<file path="src/include/ahb_mtx_defines.svh">
// Port count and bus widths are fixed at compile time; more than 4 ports also needs a wider MTX_IDX_W
`ifndef AHB_MTX_DEFINES_SVH
`define AHB_MTX_DEFINES_SVH

// ------------------------------
// AHB bus widths
// ------------------------------
`define AHB_ADDR_W    32        // HADDR width
`define AHB_DATA_W    32        // HWDATA width
`define AHB_USER_W    4         // HAUSER and HWUSER width
`define AHB_PROT_W    4         // HPROT width
`define AHB_MASTER_W  4         // HMASTER width
`define AHB_SIZE_W    3         // HSIZE width
`define AHB_BURST_W   3         // HBURST width, passed through only

// ------------------------------
// Matrix shape
// ------------------------------
`define MTX_N_PORTS   3         // Bus-switch inputs on this slave
`define MTX_IDX_W     2         // Bits to name one input port

// ------------------------------
// Simulation limits
// ------------------------------
`define MTX_SIM_SEED     16'd65 // LFSR start value
`define MTX_SIM_CYCLES   2000   // Cycles of random traffic
`define MTX_SIM_TIMEOUT  2500   // Hard stop for a hung run

`endif

</file>
<file path="src/ahb_mtx_pkg.sv">
// Types for a 3-port output stage; struct field order is the bit order on the slave, sel at the top
`include "ahb_mtx_defines.svh"

package ahb_mtx_pkg;

  // ------------------------------
  // Transfer type
  // ------------------------------
  typedef enum logic [1:0]
  {
    IDLE   = 2'b00,                        // No transfer
    BUSY   = 2'b01,                        // Burst paused by master
    NONSEQ = 2'b10,                        // First beat or single
    SEQ    = 2'b11                         // Remaining burst beats
  } htrans_t;

  // ------------------------------
  // Port indexing
  // ------------------------------
  typedef logic [`MTX_IDX_W-1:0]   port_idx_t;  // Names port 0 to N-1
  typedef logic [`MTX_N_PORTS-1:0] port_vec_t;  // One bit per input port

  // ------------------------------
  // Address phase payload
  // ------------------------------
  typedef struct packed
  {
    logic                      sel;        // HSEL
    logic [`AHB_ADDR_W-1:0]    addr;       // HADDR
    logic [`AHB_USER_W-1:0]    auser;      // HAUSER
    htrans_t                   trans;      // HTRANS
    logic                      write;      // HWRITE
    logic [`AHB_SIZE_W-1:0]    size;       // HSIZE
    logic [`AHB_BURST_W-1:0]   burst;      // HBURST, not decoded
    logic [`AHB_PROT_W-1:0]    prot;       // HPROT
    logic [`AHB_MASTER_W-1:0]  master;     // HMASTER
    logic                      mastlock;   // HMASTLOCK
  } ahb_addr_ctrl_t;

  // ------------------------------
  // Data phase payload
  // ------------------------------
  typedef struct packed
  {
    logic [`AHB_DATA_W-1:0]    wdata;      // HWDATA
    logic [`AHB_USER_W-1:0]    wuser;      // HWUSER
  } ahb_wdata_t;

endpackage

</file>
<file path="src/ahb_mtx_port_mux.sv">
// Combinational port selector; an index at or above the port count gives zero
`include "ahb_mtx_defines.svh"

module ahb_mtx_port_mux
  import ahb_mtx_pkg::*;
#(
  parameter type payload_t = ahb_wdata_t   // Address or data payload
)
(
  input  payload_t   i_payload [`MTX_N_PORTS],  // One payload per port
  input  port_idx_t  i_idx,                     // Port to forward
  input  logic       i_valid,                   // Low forces zero out
  output payload_t   o_payload                  // Selected payload
);

  // ------------------------------
  // Selection
  // ------------------------------
  always_comb
  begin : p_mux
    o_payload = '0;                        // Idle bus when unowned
    if (i_valid)
    begin
      for (int p = 0; p < `MTX_N_PORTS; p++)
      begin
        if (i_idx == port_idx_t'(p))
          o_payload = i_payload[p];        // Route this port
      end
    end

    // Upstream registers only ever hold a real port number
    if (i_valid)
    begin
      a_idx_range : assert ((i_idx < `MTX_N_PORTS) !== 1'b0)
        else $error("Port index %0d out of range", i_idx);
    end
  end

endmodule

</file>
<file path="src/ahb_mtx_arbiter.sv">
// Round-robin arbiter; holds on BUSY/SEQ or lock only, HBURST length is never counted
`include "ahb_mtx_defines.svh"

module ahb_mtx_arbiter
  import ahb_mtx_pkg::*;
(
  input  logic            HCLK,            // AHB clock
  input  logic            HRESETn,         // Sync reset, active low
  input  port_vec_t       i_port_sel,      // HSEL of each input port
  input  port_vec_t       i_held_tran,     // Held transfer flag per port
  input  ahb_addr_ctrl_t  i_sel_addr,      // Muxed slave address phase
  input  logic            i_hreadymux,     // HREADYMUXM, gates all updates
  output port_idx_t       o_grant_idx,     // Granted port
  output logic            o_no_port,       // No port owns the slave
  output port_vec_t       o_active         // One-hot active per port
);

  // ------------------------------
  // Declarations
  // ------------------------------
  port_vec_t  req;                         // Port requests
  port_idx_t  grant_idx;                   // Current owner
  logic       no_port;                     // Slave unowned
  logic       hsel_lock;                   // Lock kept across HSEL drop
  logic       next_hsel_lock;              // Next hsel_lock
  logic       hlock_arb;                   // Lock seen by the arbiter
  logic       burst_hold;                  // Mid-burst, keep owner
  logic       hold;                        // Keep current grant
  logic       rr_found;                    // Some port requests
  port_idx_t  rr_idx;                      // Next port in rotation

  // Request only when the port holds a transfer for this slave
  assign req = i_held_tran & i_port_sel;

  // ------------------------------
  // Locked sequence tracking
  // ------------------------------
  // A master may address another slave inside a locked sequence, which
  // drops HSEL here; hsel_lock remembers that the lock started on this slave
  assign next_hsel_lock = (i_sel_addr.sel && i_sel_addr.trans[1] && i_sel_addr.mastlock) ? 1'b1 :
                          (!i_sel_addr.mastlock)                                         ? 1'b0 :
                          hsel_lock;

  always_ff @(posedge HCLK)
  begin : p_hsel_lock
    if (!HRESETn)
      hsel_lock <= 1'b0;                   // No lock out of reset
    else if (i_hreadymux)
      hsel_lock <= next_hsel_lock;         // Track on accepted cycles
  end

  // Mastlock counts only when selected or already locked here
  assign hlock_arb = i_sel_addr.mastlock & (i_sel_addr.sel | hsel_lock);

  // ------------------------------
  // Hold and rotation
  // ------------------------------
  assign burst_hold = (i_sel_addr.trans == BUSY) || (i_sel_addr.trans == SEQ);
  assign hold       = !no_port && (burst_hold || hlock_arb);

  // First requester after grant_idx, the current owner checked last
  always_comb
  begin : p_rr_pick
    int cand;                              // Candidate port number
    rr_found = 1'b0;
    rr_idx   = grant_idx;
    for (int k = 1; k <= `MTX_N_PORTS; k++)
    begin
      cand = int'(grant_idx) + k;
      if (cand >= `MTX_N_PORTS)
        cand = cand - `MTX_N_PORTS;        // Wrap around the ports
      if (!rr_found && req[cand])
      begin
        rr_found = 1'b1;
        rr_idx   = port_idx_t'(cand);
      end
    end
  end

  // ------------------------------
  // Grant register
  // ------------------------------
  always_ff @(posedge HCLK)
  begin : p_grant_reg
    if (!HRESETn)
    begin
      grant_idx <= '0;                     // Port 0 first in line
      no_port   <= 1'b1;                   // Slave idle after reset
    end
    else if (i_hreadymux)
    begin
      if (hold)
      begin
        grant_idx <= grant_idx;            // Burst or lock keeps owner
        no_port   <= 1'b0;
      end
      else if (rr_found)
      begin
        grant_idx <= rr_idx;               // Next requester wins
        no_port   <= 1'b0;
      end
      else
        no_port   <= 1'b1;                 // Nobody asks, index kept
    end
  end

  // ------------------------------
  // Active decode
  // ------------------------------
  always_comb
  begin : p_active
    o_active = '0;
    for (int p = 0; p < `MTX_N_PORTS; p++)
    begin
      if (!no_port && (grant_idx == port_idx_t'(p)))
        o_active[p] = 1'b1;                // Owner only
    end
  end

  assign o_grant_idx = grant_idx;
  assign o_no_port   = no_port;

  // ------------------------------
  // Assertions
  // ------------------------------
  // At most one input port may drive the slave
  a_active_onehot : assert property (
    @(posedge HCLK) disable iff (!HRESETn)
    $onehot0(o_active)
  ) else $error("o_active not one-hot: %b", o_active);

  // A stalled data phase must freeze ownership
  a_grant_frozen : assert property (
    @(posedge HCLK) disable iff (!HRESETn)
    !i_hreadymux |=> ($stable(grant_idx) && $stable(no_port))
  ) else $error("Grant changed while HREADYMUXM low");

endmodule

</file>
<file path="src/ahb_mtx_data_phase.sv">
// Data phase owner tracks the address phase by one accepted cycle; HWDATA always comes from some port
`include "ahb_mtx_defines.svh"

module ahb_mtx_data_phase
  import ahb_mtx_pkg::*;
(
  input  logic        HCLK,                          // AHB clock
  input  logic        HRESETn,                       // Sync reset, active low
  input  port_idx_t   i_grant_idx,                   // Address phase owner
  input  logic        i_slave_sel,                   // HSEL on the slave
  input  ahb_wdata_t  i_port_wdata [`MTX_N_PORTS],   // Write data per port
  input  logic        i_hreadyout,                   // Slave HREADYOUT
  output logic        o_hreadymux,                   // HREADYMUXM
  output ahb_wdata_t  o_slave_wdata                  // HWDATA and HWUSER
);

  // ------------------------------
  // Declarations
  // ------------------------------
  port_idx_t  data_idx;                    // Data phase owner
  logic       slave_sel;                   // Slave in data phase
  logic       hreadymux;                   // Internal HREADYMUXM

  // ------------------------------
  // Data phase registers
  // ------------------------------
  always_ff @(posedge HCLK)
  begin : p_data_idx
    if (!HRESETn)
      data_idx <= '0;                      // Port 0 by default
    else if (hreadymux)
      data_idx <= i_grant_idx;             // Owner moves to data phase
  end

  always_ff @(posedge HCLK)
  begin : p_slave_sel
    if (!HRESETn)
      slave_sel <= 1'b0;                   // Nothing pending
    else if (hreadymux)
      slave_sel <= i_slave_sel;            // Accepted HSEL
  end

  // ------------------------------
  // HREADYMUXM
  // ------------------------------
  // Slave ready counts only when the slave holds a data phase
  assign hreadymux   = slave_sel ? i_hreadyout : 1'b1;
  assign o_hreadymux = hreadymux;

  // ------------------------------
  // Write data routing
  // ------------------------------
  ahb_mtx_port_mux #(
    .payload_t  (ahb_wdata_t)
  ) u_wdata_mux (
    .i_payload  (i_port_wdata),
    .i_idx      (data_idx),
    .i_valid    (1'b1),                    // Always an owner
    .o_payload  (o_slave_wdata)
  );

  // ------------------------------
  // Assertions
  // ------------------------------
  // Without a selected slave the output stage never stalls
  a_ready_unsel : assert property (
    @(posedge HCLK) disable iff (!HRESETn)
    !slave_sel |-> o_hreadymux
  ) else $error("HREADYMUXM low with no slave data phase");

endmodule

</file>
<file path="src/ahb_mtx_output_stage.sv">
// Output stage for one shared slave; HRESP and read data bypass this block, port count set by define
`include "ahb_mtx_defines.svh"

module ahb_mtx_output_stage
  import ahb_mtx_pkg::*;
(
  input  logic            HCLK,                          // AHB clock
  input  logic            HRESETn,                       // Sync reset, active low
  input  ahb_addr_ctrl_t  i_port_addr  [`MTX_N_PORTS],   // Address phase per port
  input  ahb_wdata_t      i_port_wdata [`MTX_N_PORTS],   // Write data per port
  input  port_vec_t       i_held_tran,                   // Held transfer flags
  input  logic            i_hreadyout,                   // Slave HREADYOUT
  output port_vec_t       o_active,                      // Active per port
  output ahb_addr_ctrl_t  o_slave_addr,                  // Slave address phase
  output ahb_wdata_t      o_slave_wdata,                 // Slave write data
  output logic            o_hreadymux                    // HREADYMUXM
);

  // ------------------------------
  // Internal wires
  // ------------------------------
  port_vec_t  port_sel;                    // HSEL of each port
  port_idx_t  grant_idx;                   // Arbiter owner
  logic       no_port;                     // Slave unowned
  logic       hreadymux;                   // Accepted cycle strobe

  // Collect per-port HSEL
  for (genvar p = 0; p < `MTX_N_PORTS; p++)
  begin : g_port_sel
    assign port_sel[p] = i_port_addr[p].sel;
  end

  // ------------------------------
  // Arbitration
  // ------------------------------
  ahb_mtx_arbiter u_output_arb (
    .HCLK         (HCLK),
    .HRESETn      (HRESETn),
    .i_port_sel   (port_sel),
    .i_held_tran  (i_held_tran),
    .i_sel_addr   (o_slave_addr),          // Feedback of routed control
    .i_hreadymux  (hreadymux),
    .o_grant_idx  (grant_idx),
    .o_no_port    (no_port),
    .o_active     (o_active)
  );

  // ------------------------------
  // Address phase routing
  // ------------------------------
  ahb_mtx_port_mux #(
    .payload_t  (ahb_addr_ctrl_t)
  ) u_addr_mux (
    .i_payload  (i_port_addr),
    .i_idx      (grant_idx),
    .i_valid    (!no_port),                // Zero struct when idle
    .o_payload  (o_slave_addr)
  );

  // ------------------------------
  // Data phase
  // ------------------------------
  ahb_mtx_data_phase u_data_phase (
    .HCLK           (HCLK),
    .HRESETn        (HRESETn),
    .i_grant_idx    (grant_idx),
    .i_slave_sel    (o_slave_addr.sel),
    .i_port_wdata   (i_port_wdata),
    .i_hreadyout    (i_hreadyout),
    .o_hreadymux    (hreadymux),
    .o_slave_wdata  (o_slave_wdata)
  );

  assign o_hreadymux = hreadymux;

endmodule

</file>
<file path="config.mk">
export PLATFORM = sky130hd
export DESIGN_NAME = ahb_mtx_output_stage
export DESIGN_NICKNAME = d
export VERILOG_FILES = /design/src/ahb_mtx_pkg.sv /design/src/ahb_mtx_port_mux.sv /design/src/ahb_mtx_arbiter.sv /design/src/ahb_mtx_data_phase.sv /design/src/ahb_mtx_output_stage.sv
export VERILOG_INCLUDE_DIRS = /design/src /design/src/include
export SDC_FILE = /design/constraint.sdc
export NUM_CORES = 1
export LEC_CHECK = 0
export BUFFER_PORTS_ARGS = -buffer_cell sky130_fd_sc_hd__clkbuf_2
export CORE_AREA = 10 10 138 140
export CTS_BUF_LIST = sky130_fd_sc_hd__clkbuf_4 sky130_fd_sc_hd__clkbuf_8
export DETAILED_ROUTE_END_ITERATION = 16
export DIE_AREA = 0 0 148 150
export GPL_TIMING_DRIVEN = 0
export RECOVER_POWER = 25
export SYNTH_ARGS = -nofsm -noshare
export SYNTH_HDL_FRONTEND = slang
export SYNTH_SLANG_ARGS = --single-unit
</file>
<file path="constraint.sdc">
create_clock -name HCLK -period 2.85 [get_ports HCLK]
set_input_delay 0.1425 -clock HCLK [delete_from_list [all_inputs] [get_ports HCLK]]
set_output_delay 0.1425 -clock HCLK [all_outputs]
set_load 0.1 [all_outputs]
</file>
# Word-level counts from Yosys, hierarchy flattened
# Index checks and enable logic that the tools add are counted.
word_totals:
  ff_bits: 7
  inputBits: 279
  out_inout_bits: 95
  wordCells: 79
op_classes:
  n_addsub: 6
  magnitude_cmp: 6
  eq_ne: 7
  n_mux: 33
  bitwise: 4
  n_reduce_logical: 18
op_table:
  columns: ["cell", "n"]
  rows:
  - ["$mux 55", 4]
  - ["$mux 36", 3]
  - ["$ge 32x3->1 const B", 3]
  - ["$lt 32x4->1 const B", 3]
  - ["$mux 32", 3]
  - ["$sub 32x3->32 const B", 3]
  - ["$mux 1", 17]
  - ["$logic_and 1x1->1", 8]
  - ["$add 2x2->3 const B", 2]
  - ["$bmux 1 s2", 3]
  - ["$eq 2x1->1 const B", 3]
  - ["$eq 2x2->1 const B", 3]
  - ["$mux 2", 3]
  - ["$logic_not 2->1", 2]
  - ["$reduce_and 4->1", 1]
  - ["$add 2x1->3 const B", 1]
  - ["$and 3x3->3", 1]
  - ["$logic_not 1->1", 3]
  - ["$reduce_bool 3->1", 1]
  - ["$logic_or 1x1->1", 2]
  - ["$ne 2x2->1 const B", 1]
  - ["$reduce_and 2->1", 1]
  - ["$and 1x1->1", 1]
  - ["$not 1->1", 1]
  - ["$or 1x1->1", 1]

# Logic depth before layout (Yosys ltp)
# Gate-level depths: netlist of run 1.
depth:
  depth_word: 15
  depth_mapped: 9
  ltp_nobuf: 7

# Cells and area by module
# A second synthesis of run 1 with hierarchy kept.
hier_totals:
  cells_unflattened: 483
  hier_area_um2: 3588.4
by_module_without_submodules:
  columns: ["module", "instances", "cells_each", "area_per_inst_um2", "seq_area_each_um2"]
  rows:
  - ["ahb_mtx_port_mux (u_addr_mux)", 1, 249, 1820.5, 0.0]
  - ["ahb_mtx_port_mux (u_data_phase.u_wdata_mux)", 1, 163, 1184.9, 0.0]
  - ["ahb_mtx_arbiter", 1, 57, 455.4, 80.1]
  - ["ahb_mtx_data_phase", 1, 13, 123.9, 60.1]
  - ["ahb_mtx_output_stage", 1, 1, 3.8, 0.0]

# Worst setup path before layout of run 1
# OpenSTA, ideal clock, no wires.
synth_timing:
  kind: "register to register"
  startpoint: "register u_output_arb.grant_idx[0] (netlist: u_output_arb.o_grant_idx[0])"
  endpoint: "register u_output_arb.grant_idx[1] (netlist: u_output_arb.o_grant_idx[1])"
  setup_time_ps: 119
  arrival_time_ps: 4062
  t_required_ps: 2731
  setup_slack_ps: -1331
  stages_incl_launch_ff: 8
  n_path_buf: 1
  period_less_slack_ps: 4181
  path_cell_list: "dfxtp_1 inv_1 ha_1 buf_2 a221oi_1 a311o_1 a31oi_1 o221a_1"
synth_lines:
  columns: ["item", "line", "source"]
  rows:
  - ["start, declared", "ahb_mtx_arbiter.sv:22", "port_idx_t grant_idx;"]
  - ["start signal, assigned", "ahb_mtx_arbiter.sv:94", "grant_idx <= grant_idx;"]
  - ["start signal, assigned", "ahb_mtx_arbiter.sv:99", "grant_idx <= rr_idx;"]

==> flow_summary.yaml, run 1 <==
status:
  outcome: "complete, no violations"
placed_design:
  finalWeightedCongestion: 0.9744
  final_hpwl_from_detailed_placement_um: 18740
  placed_area_um2: 5086
  placement.io_buffers: 373
  dp_worst_setup_slack_ns: -0.5440
power:
  peak_vdd_ir_mv: 0.6875
  power_density_nw_per_um2: 1259
  leakage_nw: 2.506
sta:
  worst_slew_pin_slew_ns: 1.206
  relSlewSlack: 0.1996
  clock.fmax_mhz: 373.1
  finalClockSkew_ns: 0.0004505
  report.final.slew_viol_count: 0
  timing.final.hold_violations: 0
  finalSetupTns_ns: 0
  layout_worst_path_cycle_share: 0.9404
  timing.final.ws_setup_ns: 0.1700
  setup_viol_count_final: 0
  setup_repair_after_global_routing_missed_its_margin: "no"
  min_period_ns: 2.680
global_route:
  grt_overflow_total: 0
  grt.total_usage: 0.1701
  antenna_found_initial: 0
  first_global_vias: 5152
  grt_start_max_net_pins: 29
  grt_first_pass_wirelength_um: 30040
final_layout:
  finish.net_count: 1157
  layout-area-overhead-vs-synth_pct: 86.26
  antenna_cells: 0
  layout-drive-gt1-share: 0.5143
  filler_cell_count: 1868
  finalInstanceArea_um2: 5209
routing:
  finalWirelength_um: 20930
  drt-pass1-iter-count: 4
  drcViolationCount: 0
  via_count: 4981
  ant_nets: 0
  route.detailed.wl_per_inst_um: 19.15
  drt-vias-per-instance: 4.557
  drtIter0Drc: 233
clocking:
  worst_skew_pair.late_latency_ns: 0.23
  tritoncts: "yes"
  clkSinkCount: 7
  htreeDepth: 1
  cts_root_buf: "clkbuf_8"
  clk_pin_slew_ns: 0.04
  cts-buffers-inserted: 3
  cts_max_path_buffers: 2
  postCtsSetupBuffers: 0
run:
  max-cap-violations: 0
worst_setup_path:
  crit_fanout: 19
  worstPathArrival_ns: 2.54
  timing.critical_path.required_ns: 2.71
  end_kind: "primary output"
  criticalPathCategory: "reg2out"
  worstSetupStartpointType: "register"
floorplan:
  full_die_area_um2: 22200
  coreArea_um2: 16350
  number_of_cell_rows: 47
  floorplan.die.height_um: 150
  fp.dieW_um: 148
  boundaryPins: 374
  initial_utilization: 0.1711
synth:
  syn_inst: 499
  post_synthesis_cell_type_with_the_largest_combined_area: "a21oi_1"
  synth_top_area_share: 0.1879
  yosysUniqueCellTypes: 37
  postSynthNetCount: 782
  synth_area_leaders: "a21oi_1 19%, nand3b_1 14%, mux2i_1 13%"
  post_synth.cell_area_avg_um2: 5.604
  register_bit_total_from_synthesis: 7
  synth_flop_cell: "dfxtp_1"
  yosysSeqAreaShare: 0.05011
  synth-edff-count: 0
  post_synth_instance_area_um2: 2796
  synth.yosys.warnings: 0
  postSynth.asyncResetShare: 0
worst_hold_path:
  timing.hold.worst.class: "in2reg"
==> cells by family (layout without fill, tap and decap cells) <==
group | count (synthesis) | after routing | share of synthesized area
AOI/OAI and AO/OA | 167 | 167 | 0.3248
buffers and inverters | 58 | 432 | 0.08322
and+or+nand+nor | 226 | 226 | 0.3915
adders and majority gates | 4 | 4 | 0.01790
muxes | 37 | 37 | 0.1324
DFF | 7 | 7 | 0.05011
==> repair_timing <==
action                                 in CTS  in global routing
hold buffers                                0                  0
endpoints found under the hold margin       0                  0
pin swaps                                   0                  0
setup endpoints to repair                  53                 50
gates resized for setup                    28                 66
==> flip-flops by register name, indices dropped and copies added (netlist names) <==
name                      count
u_data_phase.data_idx         2
u_output_arb.o_grant_idx      2
u_output_arb.hsel_lock        1
u_data_phase.slave_sel        1
u_output_arb.o_no_port        1
==> cell usage in the layout, fill, tap and decap left out, drive strengths merged, types with 2 or more instances in the layout <==
cell type  instances
a211oi             2
a21boi             3
a21oi            105
a221oi             3
a22oi              2
a31oi              3
buf               33
clkbuf           393
dfxtp              7
ha                 4
inv                6
mux2i             37
nand2             95
nand3              5
nand3b            53
nor2              58
nor2b              9
nor3               3
o21ai             39
==> report_power, final <==
part / internal [mW] / leakage, nW / switching, mW
clock: 0.106 / 0.0262 / 0.0431
sequential: 0.126 / 0.0575 / 0.0316
combinational: 1.34 / 2.42 / 4.91
==> routing by layer <==
| layer | track usage | share of wire | routed length, µm | vias to the layer above |
|---|---|---|---|---|
| met5 | 0 | 0 | 0 | - |
| met4 | 0.04559 | 0.020 | 413 | 0 |
| met3 | 0.05707 | 0.097 | 2034 | 16 |
| met2 | 0.3151 | 0.51 | 10720 | 268 |
| met1 | 0.1798 | 0.37 | 7762 | 2204 |
| li1 | - | - | - | 2493 |
==> critical path: stages, from the launching register on <==
cell and delay, ns:
dfxtp_1 0.44, ha_1 0.22, buf_2 0.34, clkbuf_1 0.36, nand2_1 0.09, a21oi_1 0.16, a21oi_1 0.07, nor2_2 0.15
clkbuf_2 0.48
==> through the flow <==
| stage | power (mW) | hold WS, ns | util | cells |
|---|---|---|---|---|
| after floorplan | 5.135 | 0.2603 | - | 499 |
| after global placement | 6.374 | 0.4538 | 0.3111 | 1092 |
| after detailed placement | 6.386 | 0.4612 | 0.3111 | 1092 |
| after CTS | 6.591 | 0.2200 | 0.3175 | 1093 |
| after global routing | 6.915 | 0.2404 | 0.3186 | 1093 |
| final | 6.556 | 0.2300 | 0.3186 | 1093 |
==> Yosys cell counts (3+ instances only) <==
cell,number
o21ai_0,3
a21oi_1,105
mux2i_1,37
nand3b_1,53
nor2_1,58
nor3_1,3
nand3_1,5
a221oi_1,3
nand2_1,95
a21boi_1,3
ha_1,4
o21ai_1,36
clkbuf_1,42
nor2b_1,9
a31oi_1,3
dfxtp_1,7
buf_2,3
inv_1,4
buf_1,5
==> path summary, 6_finish.rpt <==
path | slack, ns | cells past startpoint | to | from
worst max-delay path | 0.17 | 8 | o_slave_addr[27] | u_output_arb.o_grant_idx[0]
worst min-delay path | 0.23 | 2 | u_data_phase.slave_sel | HRESETn
worst max register to register | 0.44 | 8 | u_output_arb.o_grant_idx[1] | u_output_arb.o_grant_idx[0]
worst min register to register | 0.53 | 2 | u_output_arb.hsel_lock | u_output_arb.hsel_lock
==> layout make-up <==
| type | count | area (µm²) | area share |
|---|---|---|---|
| Timing Repair Buffer | 373 | 1938 | 0.3721 |
| Clock buffer | 4 | 48.80 | 0.009368 |
| Inverter | 6 | 22.52 | 0.004324 |
| Buffer | 49 | 212.7 | 0.04084 |
| Multi-Input combinational cell | 434 | 2571 | 0.4936 |
| Tap cell | 220 | 275.3 | 0.05285 |
| Sequential cell | 7 | 140.1 | 0.02690 |
Power figures use the tool's default switching activity.
==> inputs of run 2 (changes only) <==
CAP_MARGIN = 10   (was default)
GPL_TIMING_DRIVEN = default   (was 0)
RECOVER_POWER = 100   (was 25)
==> run 2 against run 1 <==
Against the previous run:
- global-route usage shrank 1.1 points
- via count fell by 4.3%
- final cell count fell by 2.8%
- sequential power increased by 92%
- combinational power about the same
- die area is the same
- first-iteration DRC count decreased by 39%
- wire length decreased by 6.3%
- hold slack improved by 0.0080 ns
- clock power barely moved
- power up 1.7%
- largest cell class unchanged
- highest routed layer unchanged
==> flow_summary.yaml, run 2 (same netlist as run 1, synthesis figures left out) <==
status:
  outcome: "complete, no violations"
clocking:
  tritoncts: "yes"
  clk_pin_slew_ns: 0.04
  postCtsSetupBuffers: 0
  htreeDepth: 1
  clkSinkCount: 7
  cts_resized: 0
  cts-buffers-inserted: 3
  cts_max_path_buffers: 2
  worst_skew_pair.late_latency_ns: 0.22
  cts_root_buf: "clkbuf_8"
  cts_hold_repair.buffers: 0
global_route:
  first_global_vias: 4820
  antenna_found_initial: 0
  grt_overflow_total: 0
  grt.total_usage: 0.1587
  grt_first_pass_wirelength_um: 27990
  grt_start_max_net_pins: 58
worst_setup_path:
  end_kind: "primary output"
  crit_path_max_incr_delay_ns: 1.26
  critical_path.cell_chain: "buf_4 -> mux2i_1 -> o21ai_0 -> buf_12"
  crit_fanout: 24
  path_delay_family: "flip-flops"
  reg2reg_setup_slack_ns: 0.50
  worstSetupStartpointType: "register"
  worstPathArrival_ns: 2.56
  criticalPathCategory: "reg2out"
  timing.critical_path.required_ns: 2.71
  critical-path-slowest-cell: "dfxtp_1"
  critPathBufInv: 2
floorplan:
  boundaryPins: 374
  floorplan.die.height_um: 150
  number_of_cell_rows: 47
  full_die_area_um2: 22200
  initial_utilization: 0.1711
  coreArea_um2: 16350
  fp.dieW_um: 148
run:
  max-cap-violations: 0
routing:
  drcViolationCount: 0
  ant_nets: 0
  drtIter0Drc: 143
  drt-pass1-iter-count: 5
  finalWirelength_um: 19620
  drt-vias-per-instance: 4.490
  route.detailed.wl_per_inst_um: 18.48
  via_count: 4768
sta:
  timing.final.ws_setup_ns: 0.1506
  clock.fmax_mhz: 370.5
  layout_worst_path_cycle_share: 0.9472
  worst_slew_pin_slew_ns: 1.417
  relSlewSlack: 0.05383
  setup_viol_count_final: 0
  setup_repair_after_global_routing_missed_its_margin: "no"
  finalClockSkew_ns: 0.0006126
  min_period_ns: 2.699
  finalHoldWorstSlack_ns: 0.2380
  report.final.slew_viol_count: 0
  timing.final.hold_violations: 0
final_layout:
  postLayoutCoreUtil: 0.3263
  finish.net_count: 1126
  filler_cell_count: 1832
  layout-area-overhead-vs-synth_pct: 90.74
  mostFrequentLayoutCells: "332 x clkbuf_2, 105 x a21oi_1, 95 x nand2_1"
  sequential_cell_area_um2: 143.9
  layout.cells.most_common: "clkbuf_2"
  multiInputGateArea_um2: 2574
  layoutNonFillerInstCount: 1062
  antenna_cells: 0
  layout-drive-gt1-share: 0.5333
power:
  power.total_mw: 6.668
  power_density_nw_per_um2: 1250
  leakage_nw: 2.535
  peak_vdd_ir_mv: 0.7096
worst_hold_path:
  timing.hold.worst.class: "in2reg"
placed_design:
  dp_worst_setup_slack_ns: 0.5833
  dp.cells: 1058
  final_hpwl_from_detailed_placement_um: 17120
  placement.io_buffers: 373
  finalWeightedCongestion: 0.9035
==> run 2: final timing paths <==
kind | cells after the start | endpoint | startpoint
max reg2reg | 8 | u_output_arb.o_no_port | u_output_arb.o_grant_idx[0]
max | 4 | o_slave_wdata[33] | u_data_phase.data_idx[0]
min reg2reg | 2 | u_output_arb.hsel_lock | u_output_arb.hsel_lock
min | 2 | u_data_phase.slave_sel | HRESETn
==> run 2: cell type report <==
cell class,instances,share of cell area
repair buffers,391,0.4255
clock buffers,4,0.009148
well taps,220,0.05161
flip-flops and latches,7,0.02698
multi-input cells,434,0.4825
inverters,6,0.004222
==> run 2: routing by layer <==
layer,up-vias,share of wire,track usage
met3,8,0.11,0.06431
met1,2066,0.37,0.1702
met2,261,0.51,0.2915
met5,-,0,0
met4,0,0.0095,0.02279
li1,2433,-,-
==> run 2: where the power goes <==
| part | total (mW) | switching (mW) | leakage, nW | internal [mW] |
|---|---|---|---|---|
| registers | 0.302 | 0.173 | 0.0577 | 0.130 |
| clock network | 0.147 | 0.0410 | 0.0262 | 0.106 |
| logic | 6.22 | 4.69 | 2.45 | 1.53 |
==> run 2: stage by stage <==
stage | instance area, µm² | TNS, ns
4_1_cts | 5703 | 0
3_3_place_gp | 5654 | 0
6_report | 5334 | 0
5_1_grt | 5334 | 0
2_1_floorplan | 2944 | -0.5109
3_5_place_dp | 5654 | 0
==> inputs of run 3 (changes only) <==
MAX_ROUTING_LAYER = met4   (was default)
==> run 3 against run 2 <==
Against the previous run:
- hold slack got worse by 0.014 ns
- count of clock-buffer cells in the layout stayed put
- critical path type unchanged
- clock skew about the same
- sequential power shrank 12%
- global-route usage increased by 0.57 points
- core utilization up 0.40 points
- first-iteration DRC count is 78% higher
- register-to-register slack worse by 0.08 ns
- power rose by 1.4%
- maximum frequency up 4.1%
- final cell count is 0.19% lower
==> flow_summary.yaml, run 3 (same netlist as run 1, synthesis figures left out) <==
status:
  outcome: "complete, no violations"
clocking:
  tritoncts: "yes"
  clk_pin_slew_ns: 0.04
  htreeDepth: 1
  cts-buffers-inserted: 3
  cts_root_buf: "clkbuf_8"
  cts_resized: 0
  worst_skew_pair.late_latency_ns: 0.23
  cts_max_path_buffers: 2
  cts_hold_repair.buffers: 0
  postCtsSetupBuffers: 0
  clkSinkCount: 7
global_route:
  antenna_found_initial: 1
  groute.layer.met3.usage: 0.04469
  grt_overflow_total: 0
  grt.met2_usage: 0.2938
  first_global_vias: 4766
  grt_start_max_net_pins: 57
  grt_first_pass_wirelength_um: 28030
  grt.total_usage: 0.1645
  top_usage_layer: "met2"
  use_met1: 0.1825
worst_hold_path:
  timing.hold.worst.class: "in2reg"
routing:
  finalWirelength_um: 19790
  route.detailed.wl_per_inst_um: 18.67
  drcViolationCount: 0
  drt-vias-per-instance: 4.569
  drt-pass1-iter-count: 7
  drtIter0Drc: 255
  ant_nets: 0
  via_count: 4843
power:
  intPower_mw: 1.825
  power.combinational.fraction: 0.938
  power.share.clock: 0.023
  power_density_nw_per_um2: 1253
  peak_vdd_ir_mv: 0.6334
  p_sw_frac: 0.7301
  power.sequential.fraction: 0.040
  net_switching_power_of_the_design_mw: 4.938
  leakage_nw: 2.558
placed_design:
  placed_area_um2: 5644
  final_hpwl_from_detailed_placement_um: 17000
  dp.cells: 1055
  finalWeightedCongestion: 0.9530
  dp_worst_setup_slack_ns: 0.5826
  placement.io_buffers: 373
final_layout:
  postLayoutCoreUtil: 0.3302
  layoutNonFillerInstCount: 1060
  mostFrequentLayoutCells: "350 x clkbuf_2, 105 x a21oi_1, 95 x nand2_1"
  layout-area-overhead-vs-synth_pct: 93.06
  layout-drive-gt1-share: 0.5328
  multiInputGateArea_um2: 2576
  finalInstanceArea_um2: 5399
  finish.net_count: 1123
  sequential_cell_area_um2: 143.9
  layout.cells.most_common: "clkbuf_2"
  filler_cell_count: 1807
sta:
  timing.final.hold_violations: 0
  finalClockSkew_ns: 0.001055
  report.final.slew_viol_count: 0
  relSlewSlack: 0.1806
  finalSetupTns_ns: 0
  layout_worst_path_cycle_share: 0.9097
  setup_viol_count_final: 0
  timing.final.ws_setup_ns: 0.2572
  clock.fmax_mhz: 385.7
  setup_repair_after_global_routing_missed_its_margin: "no"
  worst_slew_pin_slew_ns: 1.234
  min_period_ns: 2.593
floorplan:
  fp.dieW_um: 148
  full_die_area_um2: 22200
  floorplan.die.height_um: 150
  number_of_cell_rows: 47
  initial_utilization: 0.1711
  coreArea_um2: 16350
  boundaryPins: 374
worst_setup_path:
  reg2reg_setup_slack_ns: 0.42
  end_kind: "primary output"
  timing.critical_path.required_ns: 2.71
  worstSetupStartpointType: "register"
  crit_fanout: 22
  criticalPathCategory: "reg2out"
  worstPathArrival_ns: 2.45
run:
  max-cap-violations: 0
==> run 3: changes by cell type in the layout (fill, tap and decap cells not counted), sizes merged <==
cell / previous run / this run
diode: 0 / 1
clkbuf: 365 / 358
buf: 30 / 34
==> run 3: stage by stage <==
| step | power (mW) | hold slack, ns |
|---|---|---|
| after floorplan | 5.135 | 0.2603 |
| after global placement | 6.952 | 0.4537 |
| after detailed placement | 6.969 | 0.4752 |
| after CTS | 7.151 | 0.2277 |
| after global routing | 7.111 | 0.2342 |
| final | 6.763 | 0.2239 |
==> run 3: per-layer routing <==
| metal | vias up | wire length [µm] | part of all wire |
|---|---|---|---|
| met5 | - | 0 | 0 |
| met4 | 0 | 136 | 0.0069 |
| met3 | 8 | 1901 | 0.096 |
| met2 | 288 | 10150 | 0.51 |
| met1 | 2122 | 7605 | 0.38 |
| li1 | 2425 | - | - |
==> run 3: final timing paths <==
check / start / endpoint / depth (start not counted)
setup / recovery: u_output_arb.o_grant_idx[0] / o_slave_addr[27] / 8
hold / removal: HRESETn / u_data_phase.slave_sel / 2
setup reg to reg: u_output_arb.o_grant_idx[1] / u_output_arb.o_no_port / 8
hold reg to reg: u_output_arb.o_grant_idx[0] / u_data_phase.data_idx[0] / 2
==> run 3: cell type report <==
cell class | count | area share
Multi-Input combinational cell | 434 | 0.4772
Timing Repair Buffer | 388 | 0.4315
Tap cell | 220 | 0.05098
Sequential cell | 7 | 0.02665
Clock buffer | 4 | 0.009038
Inverter | 6 | 0.004171
Antenna cell | 1 | 0.0004635
==> run 3: critical path, stage by stage (launching register included) <==
cell	delay [ns]
dfxtp_1	0.36
inv_1	0.19
ha_2	0.26
clkbuf_2	0.43
nand3b_1	0.12
a21oi_1	0.16
a21oi_1	0.06
nor2_2	0.15
clkbuf_2	0.48
==> run 3: power by group through the flow <==
stage	clock, mW	sequential [mW]	combinational [mW]
finish	0.155	0.267	6.34
global route	0.169	0.281	6.66
CTS	0.162	0.272	6.72
detailed placement	0	0.275	6.69
global placement	0	0.273	6.68
floorplan	0	0.149	4.99
